`config.mk`:
```
export PLATFORM = sky130hd
export DESIGN_NAME = operand_select
export DESIGN_NICKNAME = d
export VERILOG_FILES = /design/src/hdl/vmul_pkg.sv /design/src/hdl/operand_select.sv
export SDC_FILE = /design/constraint.sdc
export NUM_CORES = 1
export LEC_CHECK = 0
export ABC_AREA = 1
export BUFFER_PORTS_ARGS = -buffer_cell sky130_fd_sc_hd__buf_4
export CORE_AREA = 2 2 240 242
export DETAILED_ROUTE_END_ITERATION = 10
export DIE_AREA = 0 0 242 244
export GPL_TIMING_DRIVEN = 0
export PLACE_DENSITY = 0.45
export RECOVER_POWER = 25
export SETUP_SLACK_MARGIN = 0.3
export SLEW_MARGIN = 20
export SYNTH_ARGS = -nofsm -noshare
export SYNTH_HDL_FRONTEND = slang
export SYNTH_SLANG_ARGS = --single-unit
```
`constraint.sdc`:
```
create_clock -name clk -period 1.1 [get_ports clk]
set_clock_uncertainty 0.15 [all_clocks]
set_input_delay 0.11 -clock clk [delete_from_list [all_inputs] [get_ports clk]]
set_output_delay 0.11 -clock clk [all_outputs]
set_load 0.01 [all_outputs]
```
`src/hdl/vmul_pkg.sv`:
```
package vmul_pkg;

	localparam int VEC_W  = 64;
	localparam int ADDR_W = 32;

	localparam int N_BYTE = VEC_W / 8;
	localparam int N_HALF = VEC_W / 16;
	localparam int N_WORD = VEC_W / 32;

	// lane operands carry one extra bit, sign or zero
	localparam int BYTE_XW = 9;
	localparam int HALF_XW = 17;
	localparam int WORD_XW = 33;

	localparam int BYTE_PW = 2 * BYTE_XW;
	localparam int HALF_PW = 2 * HALF_XW;
	localparam int WORD_PW = 2 * WORD_XW;

	typedef enum logic [1:0] {
		sew_8  = 2'd0,
		sew_16 = 2'd1,
		sew_32 = 2'd2,
		sew_64 = 2'd3	// reserved
	} sew_e;

	typedef enum logic [1:0] {
		op_mul   = 2'd0,	// low half
		op_mulh  = 2'd1,	// high half, signed x signed
		op_mulhu = 2'd2	// high half, unsigned x unsigned
	} op_e;

	typedef struct packed {
		logic [VEC_W-1:0]  vec0;
		logic [VEC_W-1:0]  vec1;
		sew_e              sew;
		op_e               op;
		logic [ADDR_W-1:0] addr;
	} mul_req_t;

	typedef struct packed {
		logic [VEC_W-1:0]  vec;
		logic [ADDR_W-1:0] addr;
	} mul_resp_t;

	typedef struct packed {
		sew_e              sew;
		logic              high;
		logic [ADDR_W-1:0] addr;
	} stage_ctrl_t;

	typedef struct packed {
		logic [N_BYTE-1:0][BYTE_XW-1:0] a_byte;
		logic [N_BYTE-1:0][BYTE_XW-1:0] b_byte;
		logic [N_HALF-1:0][HALF_XW-1:0] a_half;
		logic [N_HALF-1:0][HALF_XW-1:0] b_half;
		logic [N_WORD-1:0][WORD_XW-1:0] a_word;
		logic [N_WORD-1:0][WORD_XW-1:0] b_word;
	} lane_opnd_t;

	typedef struct packed {
		logic [N_BYTE-1:0][BYTE_PW-1:0] byte_p;
		logic [N_HALF-1:0][HALF_PW-1:0] half_p;
		logic [N_WORD-1:0][WORD_PW-1:0] word_p;
	} lane_prod_t;

endpackage

```
`src/hdl/operand_select.sv`:
```
`timescale 1ns/10ps

module operand_select (
	input  logic                  clk,
	input  logic                  rst,
	input  logic                  advance,
	input  vmul_pkg::mul_req_t    req,
	input  logic                  req_valid,
	output vmul_pkg::lane_opnd_t  opnd,
	output vmul_pkg::stage_ctrl_t ctrl,
	output logic                  opnd_valid
);
	import vmul_pkg::*;

	logic       is_signed;
	logic       high;
	lane_opnd_t opnd_d;

	// op decode
	always_comb begin
		is_signed = (req.op == op_mulh);
		high      = (req.op != op_mul);
	end

	// every lane kind extended at once, width picked at the end
	always_comb begin
		for (int i = 0; i < N_BYTE; i++) begin
			opnd_d.a_byte[i] = {is_signed & req.vec0[8*i+7], req.vec0[8*i +: 8]};
			opnd_d.b_byte[i] = {is_signed & req.vec1[8*i+7], req.vec1[8*i +: 8]};
		end
		for (int i = 0; i < N_HALF; i++) begin
			opnd_d.a_half[i] = {is_signed & req.vec0[16*i+15], req.vec0[16*i +: 16]};
			opnd_d.b_half[i] = {is_signed & req.vec1[16*i+15], req.vec1[16*i +: 16]};
		end
		for (int i = 0; i < N_WORD; i++) begin
			opnd_d.a_word[i] = {is_signed & req.vec0[32*i+31], req.vec0[32*i +: 32]};
			opnd_d.b_word[i] = {is_signed & req.vec1[32*i+31], req.vec1[32*i +: 32]};
		end
	end

	always_ff @(posedge clk) begin
		if (rst) begin
			opnd_valid <= 1'b0;
		end else if (advance) begin
			opnd_valid <= req_valid;	// req_ready is advance
		end
	end

	always_ff @(posedge clk) begin
		if (advance) begin
			opnd      <= opnd_d;
			ctrl.sew  <= req.sew;
			ctrl.high <= high;
			ctrl.addr <= req.addr;
		end
	end

	// no 64-bit elements, no fourth op
	a_legal_req: assert property (@(posedge clk) disable iff (rst)
		req_valid |-> req.sew != sew_64 && req.op inside {op_mul, op_mulh, op_mulhu});

endmodule

```
==> metrics.md <==
| Metric | Value |
|---|---|
| Fraction of layout cells with a size suffix above 1 | 0.716 |
| # fillers | 5,579 |
| Die width | 242 um |
| CTS Buffer Depth | 2 |
| Power Density | 1180 nW/um^2 |
| Reg2reg setup slack | 0.37 ns |
| M1 WL | 11.5 mm |
| Die area | 59,000 um^2 |
| XOR/XNOR Fraction of Synth Area | 0 |
| Synth Area in Simple Gates | 0.0161 |
| Die height | 244 um |
| Cts hold-fix bufs | 164 |
| Met2 wire length | 17.1 mm |
| Placer Congestion | 0.918 |
| Sw Pwr | 5440 uW |
| Sw frac | 0.256 |
| Slowest cell delay on critical path | 0.51 ns |
| Wire length on met3 | 2.27 mm |
| Vias/cell | 3.10 |
| Cells after synthesis | 490 |
| # IOs | 616 |
| Antenna violations before repair | 3 |
| Initial DRC Count | a little under 200 |
| Final Cycle Share | 1.40 |
| Comb pwr share | 0.299 |
| Relative slew margins | 0.514 |
| Post-route ant nets | 0 |
| Num Clock Sinks | 180 |
| Vias | roughly 6,400 |
| # DRC | 0 |
| Gr usage total | 0.100 |
| Register area share after synthesis | 0.709 |
| Worst path cell trace | buf_4 -> buf_6 |
| Syn_area_per_cell | 15.5 um^2 |
| Global-route wire length before repair | 43.6 mm |
| Most common cell after layout, fill and taps aside | buf_6 |
| Routed wire length per instance | 15.2 um |
| CP Max Fanout | 3 |
| Crit path time final | 1.54 ns |
| Starting density of the core | 0.136 |
| CTS tree | built |
| WP buf/inv | 2 |
| Max IR drop VDD | 1060 uV |
| Leak pwr | 0.00800 uW |
| Port Buffers | 615 |
| Worst-Margin Slew | 0.729 ns |
| Synth Area in Adders | 0 |
| Root Buffer | clkbuf_16 |
| CP arrival | about 1.3 ns |
| DRT Wirelength | 31.5 mm |
| RSZ-0062 raised after global routing | yes |
| Final TNS setup | -153.63 ns |
| Clock share of power | 0.285 |
| CORE AREA | 56,200 um^2 |
| Critical path type | flip-flop to output port |
| Startpoint types | flip-flop |
| Status | complete, but fails checks |
| Largest family of logic cells by synthesized area | buffers and inverters |
| Sequential Area | ~5400 um^2 |
| Largest net degree at the start of global routing | 92 |
| Max cap viols | 0 |
| DP Wirelength | 22.4 mm |
| Int Power | 15,800 uW |
| Violated checks | negative hold slack, negative setup slack |
| Synth Area in Compound Gates | 0 |
| Cell family with most CP delay | flip-flops |
| Worst path required time | 0.84 ns |
| Synth Cell Area | 7610 um^2 |
| Multi-input logic area | ~120 um^2 |
| TritonCTS Buffers | 17 |
| Crit end category | output port |
| Nets | about 1,500 |
| Syn nets | roughly 660 |
| Clock slew at reported path FFs | 0.06 ns |
| HP Class | input pin to flip-flop |
| Mux share of post-synthesis cell area | 0 |
| FP Rows | 87 |
| Number of synthesized register bits | 180 |
| 1st-pass router iterations | 4 |
| P&R area growth vs syn | 136% |
| Critical-path top delay cell | edfxtp_1 |
| Hold_ws | -0.197 ns |
| Library cells used by synthesis | 11 |
| Pins Over Slew Limit | 0 |
| Final worst slack | -0.436 ns |
| Most frequent cells in the layout | buf_6, buf_4, edfxtp_1 |
| H-tree depth | 4 |
| Power share of the sequential group | 0.417 |
| Vias in the first global route | 6,873 |
| Fmax | approximately 0.65 GHz |
| DR top layer | met5 |
| Fin. Hold Viols | 7 |
| Worst skew pair latency | around 0.46 ns |
| Setup violations, final | slightly above 600 |
| Yosys warning count | 0 |
| Pre-CTS setup slack | -0.140 ns |
| Total congestion overflow | 0 |
[cells in the mapped netlist]
cell type,count,share of area
nand2_1,2,0.00099
or2_2,1,0.00082
buf_4,268,0.26
nor2_1,8,0.0039
dfxtp_1,1,0.0026
inv_1,19,0.0094
nor2_2,9,0.0074
buf_6,1,0.0015
nand2_4,1,0.0015
edfxtp_1,179,0.71
nor2_4,1,0.0015
[power groups by stage]
stage | Clock (uW) | Combinational [uW] | Sequential, uW
finish | 6030 | 6330 | 8840
global route | 6650 | 6620 | 8920
CTS | 6480 | 5970 | 8770
detailed placement | 0 | 4500 | 8800
global placement | 0 | 4460 | 8810
floorplan | 0 | 1520 | 8880
[timing repair]
item	4_1_cts	5_1_grt
endpoints found under the setup margin	448	450
buffers inserted	2	13
resized for setup	476	176
hold endpoints to repair	186	13
[final cells by class]
type / instances / area share
Clock buffer: 20 / 0.0243
Clock inverter: 9 / 0.00612
Tap cell: 756 / 0.0526
Buffer: 269 / 0.153
Sequential cell: 180 / 0.300
Multi-Input combinational cell: 22 / 0.00682
Timing Repair Buffer: 796 / 0.453
Inverter: 19 / 0.00424
Antenna cell: 1 / 0.000139
[stage by stage]
step	total power, uW	instance area (um^2)	hold slack, ns	std cells	util
5_1_grt	22200	18000	-0.230	2072	0.320
3_3_place_gp	13300	13200	0.138	1861	0.235
2_1_floorplan	10400	7640	0.0589	490	-
6_report	21200	18000	-0.197	2072	0.320
3_5_place_dp	13300	13300	0.139	1863	0.236
4_1_cts	21200	17200	-0.309	2058	0.307
[sequential cells by signal, indices dropped and copies added (netlist names)]
signal      count
opnd_valid      1
ctrl           35
opnd          144
[cells by family after synthesis]
| logic type | count (synthesis) |
|---|---|
| buffers and inverters | 288 |
| and+or+nand+nor | 22 |
| DFF | 180 |
[worst register-to-register path, cell delays in order, from the launching register on]
cell and delay, ns:
dfxtp_2 0.32, nor2_1 0.10, nor2_1 0.05
[per-layer routing]
layer,vias to the layer above,GRT usage
li1,3014,-
met1,3030,0.105
met2,346,0.183
met3,32,0.0361
met4,2,0.0399
met5,-,0
[final timing paths]
| check | to | cells after the start | startpoint |
|---|---|---|---|
| min | ctrl[32] | 2 | req[32] |
| max reg2reg | opnd_valid | 2 | opnd_valid |
| max | opnd[179] | 2 | opnd[46] |
| min reg2reg | opnd_valid | 2 | opnd_valid |
Note: power is estimated with default switching activity, not from simulation.
