<file path="config.mk">
export PLATFORM = sky130hd
export DESIGN_NAME = result_select
export DESIGN_NICKNAME = d
export VERILOG_FILES = /design/src/hdl/vmul_pkg.sv /design/src/hdl/result_select.sv
export SDC_FILE = /design/constraint.sdc
export NUM_CORES = 1
export LEC_CHECK = 0
export ABC_AREA = 1
export BUFFER_PORTS_ARGS = -buffer_cell sky130_fd_sc_hd__buf_2
export CORE_AREA = 2 2 212 214
export CTS_CLUSTER_DIAMETER = 30
export DETAILED_ROUTE_END_ITERATION = 6
export DIE_AREA = 0 0 214 216
export PLACE_DENSITY = 0.41
export SYNTH_ARGS = -nofsm -noshare
export SYNTH_HDL_FRONTEND = slang
export SYNTH_SLANG_ARGS = --single-unit
</file>
<file path="constraint.sdc">
create_clock -name clk -period 1.3 [get_ports clk]
set_input_delay 0.195 -clock clk [delete_from_list [all_inputs] [get_ports clk]]
set_output_delay 0.195 -clock clk [all_outputs]
set_load 0.02 [all_outputs]
</file>
<file path="src/hdl/vmul_pkg.sv">
package vmul_pkg;

	localparam int VEC_W  = 64;
	localparam int ADDR_W = 32;

	localparam int N_BYTE = VEC_W / 8;
	localparam int N_HALF = VEC_W / 16;
	localparam int N_WORD = VEC_W / 32;

	// lane operands carry one extra bit, sign or zero
	localparam int BYTE_XW = 9;
	localparam int HALF_XW = 17;
	localparam int WORD_XW = 33;

	localparam int BYTE_PW = 2 * BYTE_XW;
	localparam int HALF_PW = 2 * HALF_XW;
	localparam int WORD_PW = 2 * WORD_XW;

	typedef enum logic [1:0] {
		sew_8  = 2'd0,
		sew_16 = 2'd1,
		sew_32 = 2'd2,
		sew_64 = 2'd3	// reserved
	} sew_e;

	typedef enum logic [1:0] {
		op_mul   = 2'd0,	// low half
		op_mulh  = 2'd1,	// high half, signed x signed
		op_mulhu = 2'd2	// high half, unsigned x unsigned
	} op_e;

	typedef struct packed {
		logic [VEC_W-1:0]  vec0;
		logic [VEC_W-1:0]  vec1;
		sew_e              sew;
		op_e               op;
		logic [ADDR_W-1:0] addr;
	} mul_req_t;

	typedef struct packed {
		logic [VEC_W-1:0]  vec;
		logic [ADDR_W-1:0] addr;
	} mul_resp_t;

	typedef struct packed {
		sew_e              sew;
		logic              high;
		logic [ADDR_W-1:0] addr;
	} stage_ctrl_t;

	typedef struct packed {
		logic [N_BYTE-1:0][BYTE_XW-1:0] a_byte;
		logic [N_BYTE-1:0][BYTE_XW-1:0] b_byte;
		logic [N_HALF-1:0][HALF_XW-1:0] a_half;
		logic [N_HALF-1:0][HALF_XW-1:0] b_half;
		logic [N_WORD-1:0][WORD_XW-1:0] a_word;
		logic [N_WORD-1:0][WORD_XW-1:0] b_word;
	} lane_opnd_t;

	typedef struct packed {
		logic [N_BYTE-1:0][BYTE_PW-1:0] byte_p;
		logic [N_HALF-1:0][HALF_PW-1:0] half_p;
		logic [N_WORD-1:0][WORD_PW-1:0] word_p;
	} lane_prod_t;

endpackage

</file>
<file path="src/hdl/result_select.sv">
`timescale 1ns/10ps

module result_select (
	input  logic                  clk,
	input  logic                  rst,
	input  vmul_pkg::lane_prod_t  prod,
	input  vmul_pkg::stage_ctrl_t ctrl,
	input  logic                  prod_valid,
	input  logic                  resp_ready,
	output logic                  advance,
	output vmul_pkg::mul_resp_t   resp,
	output logic                  resp_valid
);
	import vmul_pkg::*;

	logic [VEC_W-1:0] vec_d;

	// whole pipeline stalls only on a held response
	assign advance = !resp_valid || resp_ready;

	always_comb begin
		vec_d = '0;
		case (ctrl.sew)
			sew_8: begin
				for (int i = 0; i < N_BYTE; i++) begin
					vec_d[8*i +: 8] = ctrl.high ? prod.byte_p[i][15:8]
						: prod.byte_p[i][7:0];
				end
			end
			sew_16: begin
				for (int i = 0; i < N_HALF; i++) begin
					vec_d[16*i +: 16] = ctrl.high ? prod.half_p[i][31:16]
						: prod.half_p[i][15:0];
				end
			end
			sew_32: begin
				for (int i = 0; i < N_WORD; i++) begin
					vec_d[32*i +: 32] = ctrl.high ? prod.word_p[i][63:32]
						: prod.word_p[i][31:0];
				end
			end
			default: begin
				vec_d = '0;	// sew_64 reserved
			end
		endcase
	end

	always_ff @(posedge clk) begin
		if (rst) begin
			resp_valid <= 1'b0;
			resp       <= '0;
		end else if (advance) begin
			resp_valid <= prod_valid;
			resp.vec   <= vec_d;
			resp.addr  <= ctrl.addr;
		end
	end

	// upstream item frozen while the output is stalled
	a_stall_hold: assert property (@(posedge clk) disable iff (rst)
		prod_valid && !advance |=> prod_valid && $stable(prod) && $stable(ctrl));

endmodule

</file>
==> impl_metrics.ini, run 1 <==
[die]
fp.dieW_um = 214
ios = 549
dieArea_um2 = 46220
die_y_um = 216
fp-row-count = 77
initial_core_util = 0.1714
core-area_um2 = 43840

[synth]
synth_top_area_cell = nand2_1
ys_async_sr_fraction = 0
synth_edf_count = 0
ys_types = 12
ys_ff_latch = 97
ys_dominant_reg_cell = dfxtp_1
yosysMostFrequentCell = nand2_1
synthCells = 1447
synth_common_cells = nand2_1, inv_1, nand3_1
yosys_warnings = 0
syn-cell-area_um2 = 7512
yosysSeqAreaShare = 0.2585
syn_area_per_cell_um2 = 5.192
yosysTopAreaCellShare = 0.3518
syn_nets = 1898
yosys-top-cells-area = nand2_1, dfxtp_1, inv_1, nand3_1, a21oi_1

[power]
seq_power_share = 0.349
combPwrFrac = 0.337
swShare = 0.3524
leakagePower_uw = 0.007243
power_per_cell_area_nw_per_um2 = 789.2
ir_worst_vdd_mv = 0.5929
p_int_uw = 6112
p_sw_uw = 3326
p_clk_frac = 0.314

[sta]
fmax_mhz = 723.8
post-route-min-period_ns = 1.382
rsz0062_at_grt = yes
relSlewSlack = 0.7425
setup_viol = 1
hold_viol = 0
finClkSkew_ns = 0.01041
post-route-period-util = 1.063
drv_slew = 0
worst_slew_pin_slew_ns = 0.3863
setup_ws_ns = -0.08162
whs_ns = 0.05221

[cells_and_area]
fin_area_um2 = 11960
nets = 2440
syn_to_final_growth_pct = 59.18
fin_util = 0.2728
drive_gt1_frac = 0.3255
fin_cells = 2587
fillers = 5127

[global_routing]
grt_pass1_wl_um = 57060
grt_max_degree = 68
grt_pass1_vias = 10190
grt_overflow_total = 0
grt_usage = 0.1581
antenna_found_initial = 4

[clock_tree]
cts_buffers = 9
worstSkewPairLatency_ns = 0.37
htreeDepth = 3
clockRootBuffer = clkbuf_16
cts_tree = done
max-clock-path-buffers = 2
path_clk_slew_ns = 0.08
clock_sinks = 97

[placed_design]
placed_cells = 2558
dp_hpwl_um = 30350
dpl_cell_area_um2 = 11420
gp_congestion = 0.8585
port_buffers = 520

[critical_path]
endpoint_kind = output port
cp_cell_sequence = inv_2 > nor2_4 > inv_4 > buf_12 > buf_8
cp-start-kind = flip-flop
slowest_stage = dfxtp_2
worstPathArrival_ns = 1.19
max_stage_delay_ns = 0.35
critical_path_required_ns = 1.11
crit_type = flip-flop to output port
worstPathMaxFanout = 3

[detailed_routing]
dr_total_vias = 10350
avgViaCountPerCell = 4.002
drtPass1Iterations = 5
drt_iter0_markers = 541
postRouteAntennaNets = 0
drc = 0
wl_um = 38660
post_drt_wl_per_cell_um = 14.95

[run_status]
violations = negative setup slack
status = complete, but fails checks

[min_path]
hold_path_class = input port to flip-flop

[job]
max-cap-violations = 0
[per-stage QoR]
step	total power [uW]	worst slack, ns	setup TNS (ns)
6_report	9437	-0.08162	-0.08162
5_1_grt	10080	-0.1490	-2.064
4_1_cts	9584	-0.1549	-0.8544
3_5_place_dp	6490	-0.03098	-0.2579
3_3_place_gp	6495	-0.04150	-0.2885
2_1_floorplan	4891	0.01340	0
[critical path, delay by kind of cell, from the launching register on]
kind,cells,cell delay (ns)
buffers and inverters,4,0.35
DFF,1,0.35
and+or+nand+nor,1,0.10
[state kept, by name (all words and copies together), names as in the netlist]
signal      cells
resp           96
resp_valid      1
[power groups by stage]
stage                     registers (uW)  clock network (uW)  logic (uW)
after floorplan                     3630                   0        1260
after global placement              3360                   0        3140
after detailed placement            3360                   0        3130
after CTS                           3300                3110        3170
after global routing                3320                3220        3540
final                               3290                2970        3180
[layout make-up]
| type | count | area [um2] | share of cell area |
|---|---|---|---|
| tap | 592 | 740.7 | 0.06194 |
| clock inverter | 7 | 88.84 | 0.007429 |
| inverter | 261 | 987.2 | 0.08256 |
| antenna | 1 | 2.502 | 0.0002093 |
| timing repair buffer | 622 | 3830 | 0.3203 |
| multi-input combinational | 998 | 4140 | 0.3462 |
| clock buffer | 9 | 225.2 | 0.01883 |
| sequential | 97 | 1943 | 0.1625 |
[per-layer routing]
layer,wire length (um),share of wire,GRT usage,up-vias
met1,17350,0.45,0.1970,4592
met5,16,0.00041,0,-
met3,2122,0.055,0.03369,45
li1,-,-,-,5391
met2,18380,0.48,0.2728,323
met4,794,0.021,0.04662,2
[repair_timing]
action | 4_1_cts | 5_1_grt
resized for setup | 5 | 5
hold buffers | 0 | 0
setup endpoints to repair | 1 | 85
buffers inserted | 4 | 2
gates cloned | 1 | 5
pin swaps | 1 | 1
[path summary, 6_finish.rpt]
kind	cells past startpoint	to	slack, ns	start
max	5	advance	-0.08	resp_valid$_SDFFE_PP0P_
min	3	resp_valid$_SDFFE_PP0P_	0.05	prod_valid
max reg2reg	8	resp[1]$_SDFFE_PP0P_	0.01	resp_valid$_SDFFE_PP0P_
min reg2reg	2	resp[90]$_SDFFE_PP0P_	0.46	resp[90]$_SDFFE_PP0P_
[cells in the final DEF, fill, tap and decap left out]
master and instances:
a21oi_1 95, a21oi_2 1, buf_12 26, buf_2 517
buf_4 67, buf_6 5, buf_8 2, bufbuf_16 1
bufinv_16 1, clkbuf_16 13, clkinv_8 1, clkinvlp_4 3
dfxtp_1 96, dfxtp_2 1, diode_2 1, inv_1 256
inv_2 3, inv_4 1, inv_6 2, inv_8 1
nand2_1 704, nand3_1 192, nor2_1 2, nor2_4 4
[kinds of logic (layout without fill, tap and decap cells)]
family          Yosys count  count (layout)  synth area share
compound gates           96              96           0.06396
simple gates            902             902            0.4867
buf+inv                 352             899            0.1909
other cells               0               1                 0
flops                    97              97            0.2585
Power figures use the tool's default switching activity.
==> inputs of run 2 (changes only) <==
--- a/config.mk
+++ b/config.mk
@@ -8,9 +8,11 @@
 export ABC_AREA = 1
 export BUFFER_PORTS_ARGS = -buffer_cell sky130_fd_sc_hd__buf_2
-export CORE_AREA = 2 2 212 214
+export CELL_PAD_IN_SITES_DETAIL_PLACEMENT = 0
+export CELL_PAD_IN_SITES_GLOBAL_PLACEMENT = 1
+export CORE_AREA = 2 2 210 212
 export CTS_CLUSTER_DIAMETER = 30
 export DETAILED_ROUTE_END_ITERATION = 6
-export DIE_AREA = 0 0 214 216
-export PLACE_DENSITY = 0.41
+export DIE_AREA = 0 0 212 214
+export PLACE_DENSITY = 0.61
 export SYNTH_ARGS = -nofsm -noshare
 export SYNTH_HDL_FRONTEND = slang
==> constraint.sdc (replaced) <==
create_clock -name clk -period 1.3 [get_ports clk]
set_input_delay 0.065 -clock clk [delete_from_list [all_inputs] [get_ports clk]]
set_output_delay 0.065 -clock clk [all_outputs]
set_load 0.02 [all_outputs]
==> impl_metrics.ini, run 2 (same netlist as run 1, synthesis figures left out) <==
[global_routing]
grt_pass1_vias = 10340
grt_overflow_total = 0
antenna_found_initial = 2
grt_max_degree = 81
grt_pass1_wl_um = 56580
grt_usage = 0.1600

[critical_path]
r2r-start = resp_valid$_SDFFE_PP0P_
crit_type = flip-flop to output port
critical_path_required_ns = 1.24
r2r-end = resp[60]$_SDFFE_PP0P_
worstPathMaxFanout = 3
cp-start-kind = flip-flop
critPathLaunch = resp_valid$_SDFFE_PP0P_
reg2reg_setup_slack_ns = 0.08
worstPathArrival_ns = 1.20
endpoint_kind = output port
rr_worst_depth = 7

[power]
p_sw_uw = 3200
leakagePower_uw = 0.007119
combPwrFrac = 0.344
ir_worst_vdd_mv = 0.6242
power_per_cell_area_nw_per_um2 = 766.5
swShare = 0.3530
p_clk_frac = 0.293
p_int_uw = 5863
seq_power_share = 0.363

[die]
dieArea_um2 = 45370
fp-row-count = 76
fp.dieW_um = 212
core-area_um2 = 42890
ios = 549
initial_core_util = 0.1752
die_y_um = 214

[clock_tree]
cts_buffers = 9
clock_sinks = 97
htreeDepth = 3
cts_tree = done
path_clk_slew_ns = 0.08
worstSkewPairLatency_ns = 0.37
clockRootBuffer = clkbuf_16
max-clock-path-buffers = 2

[detailed_routing]
drc = 0
wl_um = 37690
drtPass1Iterations = 7
dr_total_vias = 10310
postRouteAntennaNets = 0
avgViaCountPerCell = 4.011
drt_iter0_markers = 511
post_drt_wl_per_cell_um = 14.66

[sta]
worst_slew_pin_slew_ns = 0.3902
setup_viol = 0
whs_ns = 0.1247
fmax_mhz = 791.6
finClkSkew_ns = 0.009975
hold_viol = 0
setup-tns-final_ns = 0
rsz0062_at_grt = yes
post-route-period-util = 0.9717
drv_slew = 0
post-route-min-period_ns = 1.263
relSlewSlack = 0.7399

[placed_design]
dp_hpwl_um = 29280
gp_congestion = 0.8637
port_buffers = 520

[cells_and_area]
syn_to_final_growth_pct = 57.39
layout_commonest_cell = nand2_1
nets = 2430
largest_reg_flops = 96
regMostFlops = resp
fillers = 5039
drive_gt1_frac = 0.3044
layout_common_cells = nand2_1, buf_2, inv_1
reg_top3 = resp (96), resp_valid (1)

[min_path]
hold_path_class = input port to flip-flop
hold_end = resp[9]$_SDFFE_PP0P_
hp-start = rst
hold_path_depth = 3

[run_status]
status = finished, final reports clean

[job]
max-cap-violations = 0
-- run 2: per-stage QoR --
| step | setup WS (ns) | cells | area [um2] | util | power [uW] |
|---|---|---|---|---|---|
| 2_1_floorplan | 0.01340 | 1447 | 7513 | - | 4891 |
| 3_3_place_gp | 0.05696 | 2512 | 11060 | 0.2578 | 6365 |
| 3_5_place_dp | 0.05648 | 2512 | 11060 | 0.2578 | 6362 |
| 4_1_cts | -0.005706 | 2566 | 11740 | 0.2736 | 9229 |
| 5_1_grt | -0.04530 | 2571 | 11820 | 0.2757 | 9728 |
| 6_report | 0.03675 | 2571 | 11820 | 0.2757 | 9063 |
-- run 2: worst max-delay path by stage --
| stage | to | slack [ns] | cells past startpoint |
|---|---|---|---|
| 5_1_grt | advance | -0.05 | 5 |
| 3_5_place_dp | resp[71]$_SDFFE_PP0P_ | 0.06 | 10 |
| 4_1_cts | advance | -0.006 | 5 |
| 6_report | advance | 0.04 | 5 |
| 2_1_floorplan | resp[36]$_SDFFE_PP0P_ | 0.01 | 6 |
| 3_3_place_gp | resp[58]$_SDFFE_PP0P_ | 0.06 | 9 |
-- run 2: timing repair --
item / 4_1_cts / 5_1_grt
cloned: 1 / 3
buffers inserted: 4 / 0
gates resized for setup: 6 / 4
setup endpoints to repair: 1 / 78
pin swaps: 1 / 1
endpoints found under the hold margin: 33 / 0
hold buffers: 33 / 0
-- run 2: power by group through the flow --
stage | registers [uW] | clock network [uW] | logic (uW)
after floorplan | 3630 | 0 | 1260
after global placement | 3360 | 0 | 3010
after detailed placement | 3360 | 0 | 3000
after CTS | 3300 | 2810 | 3120
after global routing | 3320 | 2920 | 3480
final | 3290 | 2650 | 3110
-- run 2: final cells by class --
class / count / area (um2) / share of cell area
Antenna cell: 2 / 5.005 / 0.0004233
Clock buffer: 10 / 229.0 / 0.01937
Clock inverter: 6 / 50.05 / 0.004233
Inverter: 261 / 989.7 / 0.08370
Multi-Input combinational cell: 998 / 4136 / 0.3498
Sequential cell: 97 / 1943 / 0.1643
Tap cell: 585 / 732.0 / 0.06190
Timing Repair Buffer: 612 / 3739 / 0.3162
-- run 2: routing by layer --
metal / wire length, um / GRT usage
met1: 16580 / 0.1955
met2: 18320 / 0.2805
met3: 2121 / 0.02815
met4: 672 / 0.05399
met5: 0 / 0
-- run 2: worst max-delay path, stage by stage, from the launching register on --
cell	delay, ns
dfxtp_2	0.33
inv_2	0.04
nor2_4	0.15
inv_6	0.05
buf_12	0.13
buf_8	0.12
==> inputs of run 3 (changes only) <==
CELL_PAD_IN_SITES_DETAIL_PLACEMENT = 1   (was 0)
CELL_PAD_IN_SITES_GLOBAL_PLACEMENT = 2   (was 1)
CORE_AREA = 2 2 214 216   (was 2 2 210 212)
CTS_CLUSTER_SIZE = 40   (was default)
DIE_AREA = 0 0 216 218   (was 0 0 212 214)
PLACE_DENSITY = 0.78   (was 0.61)
==> impl_metrics.ini, run 3 (same netlist as run 1, synthesis figures left out) <==
[cells_and_area]
fin_area_um2 = 12000
regMostFlops = resp
fin_util = 0.2672
syn_to_final_growth_pct = 59.69
drive_gt1_frac = 0.3113
largest_reg_flops = 96
layout_common_cells = nand2_1, buf_2, inv_1
nets = 2444
reg_top3 = resp (96), resp_valid (1)
layout_commonest_cell = nand2_1
fin_cells = 2606

[die]
fp-row-count = 78
fp.dieW_um = 216
dieArea_um2 = 47090
core-area_um2 = 44890
initial_core_util = 0.1673
ios = 549
die_y_um = 218

[sta]
finClkSkew_ns = 0.008111
setup_ws_ns = 0.02633
hold_viol = 0
drv_slew = 0
rsz0062_at_grt = yes
fmax_mhz = 785.1
post-route-period-util = 0.9797
relSlewSlack = 0.7845
post-route-min-period_ns = 1.274
setup_viol = 0
worst_slew_pin_slew_ns = 0.3232

[clock_tree]
htreeDepth = 3
cts_tree = done
worstSkewPairLatency_ns = 0.38
clock_sinks = 97
cts_buffers = 9
path_clk_slew_ns = 0.08
clockRootBuffer = clkbuf_16
max-clock-path-buffers = 2

[critical_path]
crit_type = flip-flop to output port
crit_buf_inv = 4
slowest_stage = dfxtp_2
endpoint_kind = output port
cp-start-kind = flip-flop
cp_cell_sequence = inv_2 > nor2_4 > buf_12 > inv_12 > buf_8
critical_path_required_ns = 1.24
worstPathArrival_ns = 1.21
worstPathMaxFanout = 18
path_delay_family = buffers and inverters
max_stage_delay_ns = 0.33

[detailed_routing]
dr_total_vias = 10670
wl_um = 41240
avgViaCountPerCell = 4.095
drtPass1Iterations = 4
drc = 0
postRouteAntennaNets = 0
post_drt_wl_per_cell_um = 15.82
drt_iter0_markers = 322

[power]
power_per_cell_area_nw_per_um2 = 790.3
leakagePower_uw = 0.007191
ir_worst_vdd_mv = 0.5549

[placed_design]
place_ws_ns = -0.002665
placed_cells = 2543
dp_hpwl_um = 31740
gp_congestion = 0.8429
dpl_cell_area_um2 = 11190
port_buffers = 520

[job]
max-cap-violations = 0

[global_routing]
grt_pass1_vias = 11070
antenna_found_initial = 7
grt_pass1_wl_um = 61960
grt_overflow_total = 0
grt_max_degree = 62
grt_usage = 0.1702

[min_path]
hold_path_class = input port to flip-flop

[run_status]
status = finished, final reports clean
run 3: cell count changes in the layout (fill, tap and decap cells not counted), sizes merged:
| cell | previous run | this run |
|---|---|---|
| buf | 577 | 590 |
| inv | 264 | 265 |
| bufinv | 0 | 1 |
| clkinvlp | 1 | 2 |
| clkinv | 2 | 1 |
| dlygate4sd3 | 33 | 34 |
| clkbuf | 12 | 10 |
| diode | 2 | 8 |
run 3: report_power, final:
group          internal (uW)  total [uW]  leakage, uW  switching (uW)
logic                   1370        3210      0.00624            1840
registers               3190        3290     0.000802             105
clock network           1530        2980     0.000146            1440
total                   6090        9480      0.00719            3390
run 3: worst reg2reg max path, cell delays in order, from the launching register on:
cell and delay (ns):
dfxtp_2 0.33, inv_2 0.06, nor2_4 0.04, buf_12 0.13, buf_4 0.15, inv_4 0.19
nand2_1 0.10, a21oi_1 0.15
run 3: path summary, 6_finish.rpt:
kind,end,slack (ns),startpoint,depth (start not counted)
worst min-delay path,resp[83]$_SDFFE_PP0P_,0.14,prod[379],7
worst max register to register,resp[17]$_SDFFE_PP0P_,0.09,resp_valid$_SDFFE_PP0P_,7
worst max-delay path,advance,0.03,resp_valid$_SDFFE_PP0P_,5
worst min register to register,resp[42]$_SDFFE_PP0P_,0.46,resp[42]$_SDFFE_PP0P_,2
run 3: what timing repair did:
item	in CTS	in global routing
setup buffers	2	1
setup endpoints to repair	1	89
cloned	2	1
endpoints found under the hold margin	34	0
gates resized for setup	14	3
hold buffers	34	0
pin swaps	25	1
run 3: cell type report:
cell class / instances / area, um2
clock inverters: 7 / 85.08
inverters: 261 / 997.2
multi-input cells: 998 / 4151
repair inverters: 1 / 6.256
well taps: 600 / 750.7
repair buffers: 625 / 3817
fillers: 6058 / 32900
flip-flops and latches: 97 / 1943
diodes: 8 / 20.02
clock buffers: 9 / 225.2
run 3: routing by layer:
metal | GRT usage | wire length (um) | part of all wire
met5 | 0 | 24 | 0.00058
met4 | 0.06781 | 1115 | 0.027
met3 | 0.03013 | 2247 | 0.054
met2 | 0.2989 | 20280 | 0.49
met1 | 0.2053 | 17570 | 0.43
run 3: per-stage QoR:
stage               hold WS, ns  power, uW  setup TNS [ns]
floorplan                0.1855       4891               0
global placement         0.2824       6432               0
detailed placement       0.2959       6468       -0.002665
CTS                      0.1142       9690         -0.9131
global route             0.1681      10130        -0.03636
finish                   0.1434       9481               0
